--- src/design/bank_settings.svh ---
`ifndef BANK_SETTINGS_SVH
`define BANK_SETTINGS_SVH

// direct-mapped geometry
`define BANK_SETS       8
`define BANK_SET_W      3

// tag is address bits 31..7
`define BANK_TAG_W      25

`define BANK_LINE_W     128

// write data parked per requester buffer id
`define BANK_WBUF_DEPTH 8
`define BANK_WBUF_ID_W  3

`endif

--- src/design/bank_pkg.sv ---
`default_nettype none

`include "bank_settings.svh"

package bank_pkg;

  typedef enum logic {
    OP_RD = 1'b0,
    OP_WR = 1'b1
  } req_op_e;

  // operations issued from the htu to the sram controller
  typedef enum logic [1:0] {
    SC_READ  = 2'd0,
    SC_WRITE = 2'd1,
    SC_FILL  = 2'd2,
    SC_EVICT = 2'd3
  } bank_op_e;

  typedef logic [`BANK_LINE_W-1:0] line_t;

  typedef logic [`BANK_TAG_W-1:0] tag_t;

  typedef logic [31:4] line_addr_t; // byte offset within the line dropped

endpackage

`default_nettype wire

--- src/design/bank_if.sv ---
`default_nettype none
`timescale 1ns/1ps

`include "bank_settings.svh"

interface bank_op_if;
  import bank_pkg::*;

  logic                       valid;
  logic                       ready;
  bank_op_e                   kind;
  logic [`BANK_SET_W-1:0]     set;
  logic [1:0]                 ch_id;
  logic [`BANK_WBUF_ID_W-1:0] wbuf_id;

  modport htu (output valid, kind, set, ch_id, wbuf_id, input ready);
  modport sc  (input valid, kind, set, ch_id, wbuf_id, output ready);
endinterface

interface bank_mem_if;
  import bank_pkg::*;

  logic       rd_req;    // one-cycle pulse
  logic       wr_req;    // one-cycle pulse
  line_addr_t addr;
  line_t      fill_data; // stable until the next fill
  logic       done;

  modport htu (output rd_req, wr_req, addr, input done);
  modport biu (input rd_req, wr_req, addr, output fill_data, done);
  modport sc  (input fill_data);
endinterface

`default_nettype wire

--- src/design/bank_wbuffer.sv ---
`default_nettype none
`timescale 1ns/1ps

`include "bank_settings.svh"

module bank_wbuffer (
  input  wire                        clk_i,
  input  wire                        rst_n_i,
  input  wire                        wr_req_i,
  input  wire [`BANK_WBUF_ID_W-1:0]  wr_id_i,
  input  wire bank_pkg::line_t       wdata_i,
  input  wire                        rd_req_i,
  input  wire [`BANK_WBUF_ID_W-1:0]  rd_id_i,
  output logic                       rd_valid_o,
  output bank_pkg::line_t            rd_data_o
);
  import bank_pkg::*;

  line_t buf_q [`BANK_WBUF_DEPTH];

  always_ff @(posedge clk_i) begin
    if (wr_req_i) buf_q[wr_id_i] <= wdata_i;  // filled at kickoff
    if (rd_req_i) rd_data_o <= buf_q[rd_id_i];
  end

  always_ff @(posedge clk_i) begin
    if (!rst_n_i) rd_valid_o <= 1'b0;
    else          rd_valid_o <= rd_req_i;      // one-cycle return
  end

endmodule

`default_nettype wire

--- src/design/bank_htu.sv ---
`default_nettype none
`timescale 1ns/1ps

`include "bank_settings.svh"

module bank_htu (
  input  wire                        clk_i,
  input  wire                        rst_n_i,
  input  wire                        xbar_bank_htu_valid_i,
  output logic                       xbar_bank_htu_allowIn_o,
  input  wire [1:0]                  xbar_bank_htu_ch_id_i,
  input  wire bank_pkg::req_op_e     xbar_bank_htu_opcode_i,
  input  wire bank_pkg::line_addr_t  xbar_bank_htu_addr_i,
  input  wire [`BANK_WBUF_ID_W-1:0]  xbar_bank_htu_wbuffer_id_i,
  bank_op_if.htu                     op,
  bank_mem_if.htu                    mem
);
  import bank_pkg::*;

  typedef enum logic [3:0] {
    S_IDLE, S_LOOKUP, S_EVICT, S_WB, S_WB_WAIT, S_RD, S_RD_WAIT, S_FILL, S_ACCESS
  } state_e;

  state_e                     state_q;
  state_e                     state_d;
  tag_t                       tag_q [`BANK_SETS];
  logic [`BANK_SETS-1:0]      valid_q;
  logic [`BANK_SETS-1:0]      dirty_q;
  logic [1:0]                 ch_id_q;
  req_op_e                    opcode_q;
  line_addr_t                 addr_q;
  logic [`BANK_WBUF_ID_W-1:0] wbuf_id_q;
  logic [`BANK_SET_W-1:0]     set;
  tag_t                       tag;
  logic                       kickoff;
  logic                       hit;
  logic                       xfer;

  assign set     = addr_q[`BANK_SET_W+3:4];
  assign tag     = addr_q[31:`BANK_SET_W+4];
  assign hit     = valid_q[set] && (tag_q[set] == tag);
  assign xfer    = op.valid && op.ready;
  assign kickoff = xbar_bank_htu_valid_i && xbar_bank_htu_allowIn_o;

  assign xbar_bank_htu_allowIn_o = (state_q == S_IDLE);

  always_ff @(posedge clk_i) begin
    if (kickoff) begin
      ch_id_q   <= xbar_bank_htu_ch_id_i;
      opcode_q  <= xbar_bank_htu_opcode_i;
      addr_q    <= xbar_bank_htu_addr_i;
      wbuf_id_q <= xbar_bank_htu_wbuffer_id_i;
    end
    if (xfer && op.kind == SC_FILL) tag_q[set] <= tag;
  end

  always_ff @(posedge clk_i) begin
    if (!rst_n_i) begin
      state_q <= S_IDLE;
      valid_q <= '0;
      dirty_q <= '0;
    end else begin
      state_q <= state_d;
      if (xfer && op.kind == SC_FILL) begin
        valid_q[set] <= 1'b1;
        dirty_q[set] <= 1'b0;
      end else if (xfer && op.kind == SC_WRITE) begin
        dirty_q[set] <= 1'b1;
      end
    end
  end

  always_comb begin
    state_d = state_q;
    case (state_q)
      S_IDLE:    if (kickoff) state_d = S_LOOKUP;
      S_LOOKUP: begin
        if (hit)                                state_d = S_ACCESS;
        else if (valid_q[set] && dirty_q[set])  state_d = S_EVICT;
        else                                    state_d = S_RD;
      end
      S_EVICT:   if (xfer) state_d = S_WB;
      S_WB:      state_d = S_WB_WAIT;
      S_WB_WAIT: if (mem.done) state_d = S_RD;
      S_RD:      state_d = S_RD_WAIT;
      S_RD_WAIT: if (mem.done) state_d = S_FILL;
      S_FILL:    if (xfer) state_d = S_ACCESS;
      S_ACCESS:  if (xfer) state_d = S_IDLE;
      default:   state_d = S_IDLE;
    endcase
  end

  always_comb begin
    op.valid = 1'b0;
    op.kind  = SC_READ;
    case (state_q)
      S_EVICT: begin
        op.valid = 1'b1;
        op.kind  = SC_EVICT;
      end
      S_FILL: begin
        op.valid = 1'b1;
        op.kind  = SC_FILL;
      end
      S_ACCESS: begin
        op.valid = 1'b1;
        op.kind  = (opcode_q == OP_WR) ? SC_WRITE : SC_READ;
      end
      default: ;
    endcase
  end

  assign op.set     = set;
  assign op.ch_id   = ch_id_q;
  assign op.wbuf_id = wbuf_id_q;

  assign mem.rd_req = (state_q == S_RD);
  assign mem.wr_req = (state_q == S_WB);
  assign mem.addr   = (state_q == S_WB) ? {tag_q[set], set} : addr_q; // victim on write-back

endmodule

`default_nettype wire

--- src/design/bank_biu.sv ---
`default_nettype none
`timescale 1ns/1ps

module bank_biu (
  input  wire                   clk_i,
  input  wire                   rst_n_i,
  bank_mem_if.biu               mem,
  output logic                  biu_axi3_arvalid_o,
  input  wire                   biu_axi3_arready_i,
  output logic [31:0]           biu_axi3_araddr_o,
  input  wire                   biu_axi3_rvalid_i,
  output logic                  biu_axi3_rready_o,
  input  wire bank_pkg::line_t  biu_axi3_rdata_i,
  output logic                  biu_axi3_awvalid_o,
  input  wire                   biu_axi3_awready_i,
  output logic [31:0]           biu_axi3_awaddr_o,
  output logic                  biu_axi3_wvalid_o,
  input  wire                   biu_axi3_wready_i,
  input  wire                   biu_axi3_bvalid_i,
  output logic                  biu_axi3_bready_o
);

  logic rd_done_q;
  logic wr_done_q;
  logic wb_busy_q;

  assign mem.done = rd_done_q || wr_done_q;

  // b only after both aw and w have gone out
  assign biu_axi3_bready_o = wb_busy_q && !biu_axi3_awvalid_o && !biu_axi3_wvalid_o;

  always_ff @(posedge clk_i) begin
    if (!rst_n_i) begin
      biu_axi3_arvalid_o <= 1'b0;
      biu_axi3_rready_o  <= 1'b0;
      rd_done_q          <= 1'b0;
    end else begin
      rd_done_q <= biu_axi3_rvalid_i && biu_axi3_rready_o;
      if (mem.rd_req)              biu_axi3_arvalid_o <= 1'b1;
      else if (biu_axi3_arready_i) biu_axi3_arvalid_o <= 1'b0;
      if (biu_axi3_arvalid_o && biu_axi3_arready_i) biu_axi3_rready_o <= 1'b1;
      else if (biu_axi3_rvalid_i)                   biu_axi3_rready_o <= 1'b0;
    end
  end

  always_ff @(posedge clk_i) begin
    if (!rst_n_i) begin
      biu_axi3_awvalid_o <= 1'b0;
      biu_axi3_wvalid_o  <= 1'b0;
      wb_busy_q          <= 1'b0;
      wr_done_q          <= 1'b0;
    end else begin
      wr_done_q <= biu_axi3_bvalid_i && biu_axi3_bready_o;
      if (mem.wr_req) begin
        biu_axi3_awvalid_o <= 1'b1;
        biu_axi3_wvalid_o  <= 1'b1;
        wb_busy_q          <= 1'b1;
      end else begin
        if (biu_axi3_awready_i) biu_axi3_awvalid_o <= 1'b0;
        if (biu_axi3_wready_i)  biu_axi3_wvalid_o  <= 1'b0;
        if (biu_axi3_bvalid_i && biu_axi3_bready_o) wb_busy_q <= 1'b0;
      end
    end
  end

  always_ff @(posedge clk_i) begin
    if (mem.rd_req) biu_axi3_araddr_o <= {mem.addr, 4'h0};
    if (mem.wr_req) biu_axi3_awaddr_o <= {mem.addr, 4'h0};
    if (biu_axi3_rvalid_i && biu_axi3_rready_o) mem.fill_data <= biu_axi3_rdata_i;
  end

endmodule

`default_nettype wire

--- src/design/bank_sram_controller.sv ---
`default_nettype none
`timescale 1ns/1ps

`include "bank_settings.svh"

module bank_sram_controller (
  input  wire                        clk_i,
  input  wire                        rst_n_i,
  bank_op_if.sc                      op,
  bank_mem_if.sc                     mem,
  output logic                       wbuf_rd_req_o,
  output logic [`BANK_WBUF_ID_W-1:0] wbuf_rd_id_o,
  input  wire                        wbuf_rd_valid_i,
  input  wire bank_pkg::line_t       wbuf_rd_data_i,
  output bank_pkg::line_t            evict_data_o,
  output logic                       sc_xbar_valid_o,
  input  wire                        sc_xbar_allowIn_i,
  output logic [1:0]                 sc_xbar_ch_id_o,
  output bank_pkg::line_t            sc_xbar_data_o
);
  import bank_pkg::*;

  line_t                  data_q [`BANK_SETS];
  logic [`BANK_SET_W-1:0] wr_set_q;
  logic                   wr_pend_q;
  logic                   accept;

  // stall while the write data is in flight or a response is stuck
  assign op.ready = !wr_pend_q && (!sc_xbar_valid_o || sc_xbar_allowIn_i);
  assign accept   = op.valid && op.ready;

  assign wbuf_rd_req_o = accept && (op.kind == SC_WRITE);
  assign wbuf_rd_id_o  = op.wbuf_id;

  always_ff @(posedge clk_i) begin
    if (wbuf_rd_valid_i) data_q[wr_set_q] <= wbuf_rd_data_i;
    if (accept) begin
      case (op.kind)
        SC_FILL:  data_q[op.set] <= mem.fill_data;
        SC_EVICT: evict_data_o <= data_q[op.set];
        SC_WRITE: wr_set_q <= op.set;
        SC_READ: begin
          sc_xbar_data_o  <= data_q[op.set];
          sc_xbar_ch_id_o <= op.ch_id;
        end
        default: ;
      endcase
    end
  end

  always_ff @(posedge clk_i) begin
    if (!rst_n_i) begin
      wr_pend_q       <= 1'b0;
      sc_xbar_valid_o <= 1'b0;
    end else begin
      if (wbuf_rd_valid_i)                      wr_pend_q <= 1'b0;
      else if (accept && op.kind == SC_WRITE)   wr_pend_q <= 1'b1;
      if (accept && op.kind == SC_READ)         sc_xbar_valid_o <= 1'b1;
      else if (sc_xbar_allowIn_i)               sc_xbar_valid_o <= 1'b0; // taken by xbar
    end
  end

endmodule

`default_nettype wire

--- src/design/bank_top.sv ---
`default_nettype none
`timescale 1ns/1ps

`include "bank_settings.svh"

module bank_top (
  input  wire                        clk_i,
  input  wire                        rst_n_i,
  input  wire                        xbar_bank_htu_valid_i,
  output logic                       xbar_bank_htu_allowIn_o,
  input  wire [1:0]                  xbar_bank_htu_ch_id_i,
  input  wire bank_pkg::req_op_e     xbar_bank_htu_opcode_i,
  input  wire bank_pkg::line_addr_t  xbar_bank_htu_addr_i,
  input  wire bank_pkg::line_t       xbar_bank_htu_data_i,
  input  wire [`BANK_WBUF_ID_W-1:0]  xbar_bank_htu_wbuffer_id_i,
  output logic                       bank_sc_xbar_valid_o,
  input  wire                        bank_sc_xbar_allowIn_i,
  output logic [1:0]                 bank_sc_xbar_ch_id_o,
  output bank_pkg::line_t            bank_sc_xbar_data_o,
  output logic                       biu_axi3_arvalid_o,
  input  wire                        biu_axi3_arready_i,
  output logic [31:0]                biu_axi3_araddr_o,
  input  wire                        biu_axi3_rvalid_i,
  output logic                       biu_axi3_rready_o,
  input  wire bank_pkg::line_t       biu_axi3_rdata_i,
  output logic                       biu_axi3_awvalid_o,
  input  wire                        biu_axi3_awready_i,
  output logic [31:0]                biu_axi3_awaddr_o,
  output logic                       biu_axi3_wvalid_o,
  input  wire                        biu_axi3_wready_i,
  output bank_pkg::line_t            biu_axi3_wdata_o,
  input  wire                        biu_axi3_bvalid_i,
  output logic                       biu_axi3_bready_o
);
  import bank_pkg::*;

  logic                       wbuf_wr_req;
  logic                       wbuf_rd_req;
  logic [`BANK_WBUF_ID_W-1:0] wbuf_rd_id;
  logic                       wbuf_rd_valid;
  line_t                      wbuf_rd_data;

  bank_op_if  op_if ();
  bank_mem_if mem_if ();

  // park write data at kickoff
  assign wbuf_wr_req = xbar_bank_htu_valid_i && xbar_bank_htu_allowIn_o &&
                       (xbar_bank_htu_opcode_i == OP_WR);

  bank_htu i_htu (
    .clk_i                      (clk_i),
    .rst_n_i                    (rst_n_i),
    .xbar_bank_htu_valid_i      (xbar_bank_htu_valid_i),
    .xbar_bank_htu_allowIn_o    (xbar_bank_htu_allowIn_o),
    .xbar_bank_htu_ch_id_i      (xbar_bank_htu_ch_id_i),
    .xbar_bank_htu_opcode_i     (xbar_bank_htu_opcode_i),
    .xbar_bank_htu_addr_i       (xbar_bank_htu_addr_i),
    .xbar_bank_htu_wbuffer_id_i (xbar_bank_htu_wbuffer_id_i),
    .op                         (op_if),
    .mem                        (mem_if)
  );

  bank_wbuffer i_wbuffer (
    .clk_i      (clk_i),
    .rst_n_i    (rst_n_i),
    .wr_req_i   (wbuf_wr_req),
    .wr_id_i    (xbar_bank_htu_wbuffer_id_i),
    .wdata_i    (xbar_bank_htu_data_i),
    .rd_req_i   (wbuf_rd_req),
    .rd_id_i    (wbuf_rd_id),
    .rd_valid_o (wbuf_rd_valid),
    .rd_data_o  (wbuf_rd_data)
  );

  bank_sram_controller i_sc (
    .clk_i             (clk_i),
    .rst_n_i           (rst_n_i),
    .op                (op_if),
    .mem               (mem_if),
    .wbuf_rd_req_o     (wbuf_rd_req),
    .wbuf_rd_id_o      (wbuf_rd_id),
    .wbuf_rd_valid_i   (wbuf_rd_valid),
    .wbuf_rd_data_i    (wbuf_rd_data),
    .evict_data_o      (biu_axi3_wdata_o),
    .sc_xbar_valid_o   (bank_sc_xbar_valid_o),
    .sc_xbar_allowIn_i (bank_sc_xbar_allowIn_i),
    .sc_xbar_ch_id_o   (bank_sc_xbar_ch_id_o),
    .sc_xbar_data_o    (bank_sc_xbar_data_o)
  );

  bank_biu i_biu (
    .clk_i              (clk_i),
    .rst_n_i            (rst_n_i),
    .mem                (mem_if),
    .biu_axi3_arvalid_o (biu_axi3_arvalid_o),
    .biu_axi3_arready_i (biu_axi3_arready_i),
    .biu_axi3_araddr_o  (biu_axi3_araddr_o),
    .biu_axi3_rvalid_i  (biu_axi3_rvalid_i),
    .biu_axi3_rready_o  (biu_axi3_rready_o),
    .biu_axi3_rdata_i   (biu_axi3_rdata_i),
    .biu_axi3_awvalid_o (biu_axi3_awvalid_o),
    .biu_axi3_awready_i (biu_axi3_awready_i),
    .biu_axi3_awaddr_o  (biu_axi3_awaddr_o),
    .biu_axi3_wvalid_o  (biu_axi3_wvalid_o),
    .biu_axi3_wready_i  (biu_axi3_wready_i),
    .biu_axi3_bvalid_i  (biu_axi3_bvalid_i),
    .biu_axi3_bready_o  (biu_axi3_bready_o)
  );

endmodule

`default_nettype wire

--- config.mk ---
export PLATFORM = sky130hd
export DESIGN_NAME = bank_top
export DESIGN_NICKNAME = d
export VERILOG_FILES = /design/src/design/bank_pkg.sv /design/src/design/bank_if.sv /design/src/design/bank_wbuffer.sv /design/src/design/bank_htu.sv /design/src/design/bank_biu.sv /design/src/design/bank_sram_controller.sv /design/src/design/bank_top.sv
export VERILOG_INCLUDE_DIRS = /design/src /design/src/design
export SDC_FILE = /design/constraint.sdc
export NUM_CORES = 2
export LEC_CHECK = 0
export ABC_AREA = 1
export ABC_CLOCK_PERIOD_IN_PS = 11150
export BUFFER_PORTS_ARGS = -buffer_cell sky130_fd_sc_hd__buf_2
export CORE_MARGIN = 2
export CORE_UTILIZATION = 63
export CTS_BUF_LIST = sky130_fd_sc_hd__clkbuf_8
export DETAILED_ROUTE_END_ITERATION = 10
export PLACE_DENSITY_LB_ADDON = 0.1
export SYNTH_ARGS = -nofsm -noshare
export SYNTH_HDL_FRONTEND = slang
export SYNTH_SLANG_ARGS = --single-unit
--- constraint.sdc ---
create_clock -name clk_i -period 11.15 [get_ports clk_i]
set_input_delay 0.5575 -clock clk_i [delete_from_list [all_inputs] [get_ports clk_i]]
set_output_delay 0.5575 -clock clk_i [all_outputs]
set_load 0.01 [all_outputs]
# Word-level counts from Yosys, hierarchy flattened
# Memory sizes are Yosys's and may differ from the RTL's. A register that Yosys moved wholly into a read port is not among the register bits.
# Index checks and enable logic that the tools add are counted.
# op_classes
order_cmp	2
n_eq_ne	18
muxes	44
bitwise_logic	5
reduce_logical	36
# op_table
op	count
case mux 4 bit (9 select lines)	1
2-to-1 mux 28 bit	1
2-to-1 mux 4 bit	7
2-to-1 mux 1 bit	26
== test 25 bit	1
== test 4 x 3 -> 1 bit, second input constant	4
2-to-1 mux 8 bit	2
OR 8 bit	2
logical AND 1 bit	15
nonzero test 2 bit	7
2-to-1 mux 3 bit	3
AND 8 bit	1
== test 4 x 2 -> 1 bit, second input constant	2
inverter 8 bit	1
binary-select mux 1 bit (select 3 bit)	2
inequality test 2 x 1 -> 1 bit, second input constant	3
inequality test 2 bit, second input constant	3
case mux 2 bit (3 select lines)	1
AND reduction 2 bit	3
AND reduction 6 bit	1
== test 2 bit, second input constant	2
== test 4 x 1 -> 1 bit, second input constant	1
== test 4 bit, second input constant	1
logical NOT 1 bit	4
other kinds (10)	11
# word_totals
register_bits	509
ramBits	2248
out_inout_bits	329
mem_count	3
# mem_list
memory	depth	width	rd	rd_ports_with_merged_regs	wr	line	source
i_sc.data_q	8	128	1	1	2	bank_sram_controller.sv:23	line_t data_q [`BANK_SETS];
i_wbuffer.buf_q	8	128	1	1	1	bank_wbuffer.sv:19	line_t buf_q [`BANK_WBUF_DEPTH];
i_htu.tag_q	8	25	1	1	1	bank_htu.sv:26	tag_t tag_q [`BANK_SETS];

# Longest topological paths before layout
# depth
ltp_word	7
ltp_mapped	19
depth_no_buf	17

# By module
# A second synthesis with hierarchy kept.
# unflattened
cells_unflattened	13828
hier_area_um2	130948.1
# modules_own_cells
mod	instances	cells_each	area_each_um2	seq_area_each_um2
bank_sram_controller	1	7900	65480.3	38627.0
bank_wbuffer	1	4573	48386.4	34613.2
bank_htu	1	1125	11218.3	7487.2
bank_biu	1	227	5849.4	5665.4
bank_top	1	3	13.8	0.0

# Least setup slack after synthesis
# Ideal clock, no wire load.
# synth_timing
path_kind	register to register
startpoint	register i_htu.state_q[0]
endpoint	memory i_wbuffer.buf_q[4][0] in the netlist's numbering (enable)
arrival_time_ps	9724
slack_ps	652
stages_incl_launch_ff	8
synth_period_minus_slack_ps	10498
path_cell_list	dfxtp_1 -> nor2_1 -> inv_2 -> nor2_1 -> nand2_1 -> nor2_1 -> nand2_1 -> nor3_1
# synth_between
elab_chain_cells	5
# synth_rtl
element	line	source
start: declaration	bank_htu.sv:24	state_e state_q;
start signal: assignment	bank_htu.sv:63	state_q <= state_d;
logical NOT 4 bit	bank_htu.sv:45	assign xbar_bank_htu_allowIn_o = (state_q == S_IDLE);
net xbar_bank_htu_allowIn_o	bank_top.sv:10	output logic xbar_bank_htu_allowIn_o,
logical AND 1 bit (2 in a row)	bank_top.sv:47	assign wbuf_wr_req = xbar_bank_htu_valid_i && xbar_bank_htu_allowIn_o &&
2-to-1 mux 1 bit	bank_wbuffer.sv:22	if (wr_req_i) buf_q[wr_id_i] <= wdata_i;
2-to-1 mux 1 bit (implied by the code)	bank_wbuffer.sv:22	
end: declaration	bank_wbuffer.sv:19	
# The timed path passes the listed nets, and every way through them passes these cells.

==> summary.md <==
| Metric | Value |
|---|---|
| Status | `completed` |
| Final Max Slew Viols | `0` |
| Data required time at the worst endpoint | `roughly 12 ns` |
| Hold worst-path end | `i_biu.mem.fill_data[107]$_DFFE_PP_` |
| Multi-input logic area | `between 0.02 and 0.03 mm²` |
| Root Buffer | `clkbuf_8` |
| CP max FO | `80` |
| Number of flops mapped to enable cells by yosys | `2855` |
| Slew @ Worst Pin | `around 1.4 ns` |
| Core area | `about 0.19 mm²` |
| CP Launch Type | `flop` |
| Placer congestion estimate | `between 0.9 and 1` |
| Worst rel slew slack | `0.07825` |
| Starting Density | `0.6329` |
| Die area | `between 0.15 and 0.2 mm²` |
| Number of port buffers | `619` |
| GRT Total Usage | `0.3293` |
| Gr busiest metal | `met2` |
| Mapped Cells | `10070` |
| Ports | `628` |
| Clk pin slew, worst setup/hold paths | `0.06 ns` |
| Top-count cell post-synth | `edfxtp_1` |
| First-pass detailed-route iteration total | `6` |
| Worst hold path depth | `2` |
| Clock Latency Late Sink | `roughly 1.1 ns` |
| Num CTS Buffers | `464` |
| Yosys top cell by area | `edfxtp_1` |
| DRT antenna net count | `0` |
| Area contributors post-synth | `edfxtp_1 (71%), nor2_1 (6.0%), o21ai_0 (5.7%)` |
| Routing usage on met1 | `0.4428` |
| R2r worst-path depth | `7` |
| Grt met2 use | `0.5144` |
| Peak supply drop | `about 250 µV` |
| Die height | `440.9 µm` |
| Vias per cell | `approximately 6` |
| First-pass GRT wire length | `between 400 and 500 mm` |
| Final setup viols | `0` |
| Initial antenna violation count | `53` |
| Cell row count | `160` |
| Synth Flop Type | `edfxtp_1` |
| Clk sinks | `roughly 2900` |
| Die extent in x | `440.9 µm` |
| Clock Path Buffers | `4` |
| Layout net count | `roughly 11000` |
| Cell Area, Synth | `approximately 0.12 mm²` |
| FMAX | `~220 MHz` |
| Sequential element share of the synthesized area | `0.7185` |
| RSZ-0062 raised after global routing | `no` |
| Arr. time, crit path | `around 5.5 ns` |
| Fillers | `around 13000` |
| WL/cell | `roughly 24 µm` |
| Yosys cell types | `39` |
| CP Capture Type | `flop` |
| Synth Warn # | `0` |
| Post-layout min period | `between 4 and 5 ns` |
| R2r endpoint | `i_sc.evict_data_o[75]$_DFFE_PP_` |
| Worst hold start | `biu_axi3_rdata_i[107]` |
| Detailed-placement wirelength estimate | `approximately 180 mm` |
| Residual DRC | `0` |
| Synth Register Bits | `2888` |
| Synth Area per Inst | `between 10 and 15 µm²` |
| Fin. Hold Viols | `0` |
| PwrDens | `around 200 mW/mm²` |
| MaxCap Viol Count | `0` |
| CTS resizes | `0` |
| Leak Pwr | `about 49 nW` |
| Tcrit/Tclk final | `0.4141` |
| GR Util met3 | `0.06888` |
| Setup TNS | `0 ns` |
| Total Wirelength | `323.9 mm` |
| H-tree levels | `5` |
| Synth top area share | `0.7130` |
| WS Path Type | `reg2reg` |
| Synth top cells by count | `edfxtp_1 (2855), nor2_1 (1910), nand2_1 (1398), o21ai_0 (1361), o21ai_1 (518)` |
| Vias in the first global route | `78250` |
| Post-synth ARST share | `0` |
| CTS tree | `done` |
| Initial DRC Count | `~10000` |
| Clk_skew | `slightly below 0.06 ns` |
| R2R Setup Slk | `6.53 ns` |
| Synthesis-to-layout area growth | `11.77%` |
| Largest net degree at the start of global routing | `roughly 290` |
| Remaining Overflow, GRT | `0` |
| Sequential standard cell area | `roughly 0.086 mm²` |
| HP Class | `in2reg` |
| Vias | `a little over 80000` |
| Worst hold slack | `roughly 0.15 ns` |
| Layout cells sized above 1 | `0.1400` |
registers in the layout, indices dropped and copies added (netlist names), 4 cells and up, named ones only:
name	count
i_htu.state_q	4
i_biu.biu_axi3_awaddr_o	28
i_biu.mem.fill_data	128
i_htu.tag_q	200
i_sc.data_q	1024
i_htu.valid_q	8
i_sc.sc_xbar_data_o	128
i_htu.addr_q	28
i_wbuffer.buf_q	1024
i_sc.evict_data_o	128
i_wbuffer.rd_data_o	128
i_biu.biu_axi3_araddr_o	28
cell families (layout without fill, tap and decap cells):
kind of cell,Yosys count,in the layout,synth area share
simple gates,3449,3449,0.1107
compound gates,2665,2665,0.1242
flops,2888,2888,0.7185
buf+inv,1070,2089,0.04657
other cells,1,33,0.00003119
metal layers:
| metal | up-vias | share of wire | routed length [µm] |
|---|---|---|---|
| li1 | 37270 | - | - |
| met4 | 30 | 0.047 | 15320 |
| met3 | 677 | 0.10 | 33000 |
| met1 | 39360 | 0.38 | 123900 |
| met5 | - | 0.00063 | 204 |
| met2 | 4333 | 0.47 | 151500 |
critical path, stage by stage (launching register included):
cell     delay, ns
dfxtp_4       0.86
buf_4         0.68
buf_4         0.80
buf_4         0.98
o21ai_0       0.30
o22ai_1       0.29
nor2_1        0.06
a31oi_1       0.30
per-stage QoR:
step / setup slack [ns] / std cells / utilization / power, mW / instance area (µm²)
after floorplan: 0.6522 / 10080 / - / 16.24 / 120300
after global placement: 6.735 / 12500 / 0.6482 / 17.99 / 123100
after detailed placement: 6.710 / 12500 / 0.6482 / 18.12 / 123100
after CTS: 6.652 / 13610 / 0.7070 / 26.30 / 134300
after global routing: 6.334 / 13630 / 0.7073 / 27.36 / 134400
final: 6.532 / 13640 / 0.7074 / 26.33 / 134400
cell type report:
cell class                 count  area share
antenna                       25   0.0004655
clock buffer                 478     0.04895
clock inverter               336     0.01195
inverter                     268    0.008426
multi-input combinational   6122      0.2117
sequential                  2888      0.6429
tap                         2511     0.02338
timing repair buffer        1007     0.05225
worst max path at each step:
stage,slack (ns),start,endpoint,cells after the start
global placement,6.74,bank_sc_xbar_allowIn_i,i_sc.data_q[0][123]$_DFFE_PP_,11
global route,6.33,i_htu.state_q[2]$_SDFFE_PN0P_,i_sc.data_q[7][98]$_DFFE_PP_,14
CTS,6.65,flop,i_sc.evict_data_o[75]$_DFFE_PP_,7
finish,6.53,flop,i_sc.evict_data_o[75]$_DFFE_PP_,7
floorplan,0.65,i_htu.state_q[0]$_SDFFE_PN0P_,i_wbuffer.buf_q[4][0]$_DFFE_PP_,7
detailed placement,6.71,bank_sc_xbar_allowIn_i,i_sc.data_q[0][108]$_DFFE_PP_,11
power breakdown:
| group | total (mW) | switching [mW] | internal, mW |
|---|---|---|---|
| clock network | 8.22 | 4.06 | 4.17 |
| logic | 5.47 | 4.01 | 1.46 |
| registers | 12.6 | 0.191 | 12.4 |
cell usage in the layout, fill, tap and decap left out, types with 4 or more instances in the layout:
| master | n |
|---|---|
| nand2_1 | 1398 |
| o21ai_1 | 518 |
| o21ai_2 | 246 |
| buf_4 | 68 |
| o22ai_1 | 257 |
| conb_1 | 8 |
| diode_2 | 25 |
| nor3_2 | 8 |
| nor2_1 | 1906 |
| edfxtp_1 | 2855 |
| nor2_8 | 8 |
| o21ai_4 | 8 |
| inv_6 | 6 |
| clkinv_2 | 52 |
| dlygate4sd3_1 | 299 |
| inv_8 | 12 |
| clkbuf_8 | 478 |
| bufinv_16 | 10 |
| a31oi_1 | 256 |
| buf_12 | 21 |
| o21a_1 | 4 |
| dfxtp_1 | 31 |
| nor3_1 | 7 |
| o21ai_0 | 1353 |
| a21oi_1 | 17 |
| buf_2 | 619 |
| nand3_1 | 94 |
| nand3b_1 | 16 |
| nor2_4 | 4 |
| inv_1 | 391 |
| clkinv_1 | 128 |
what timing repair did:
action	in CTS	in global routing
hold buffers	299	0
endpoints found under the hold margin	1230	0
setup buffers	0	0
Note: power is estimated with default switching activity, not from simulation.
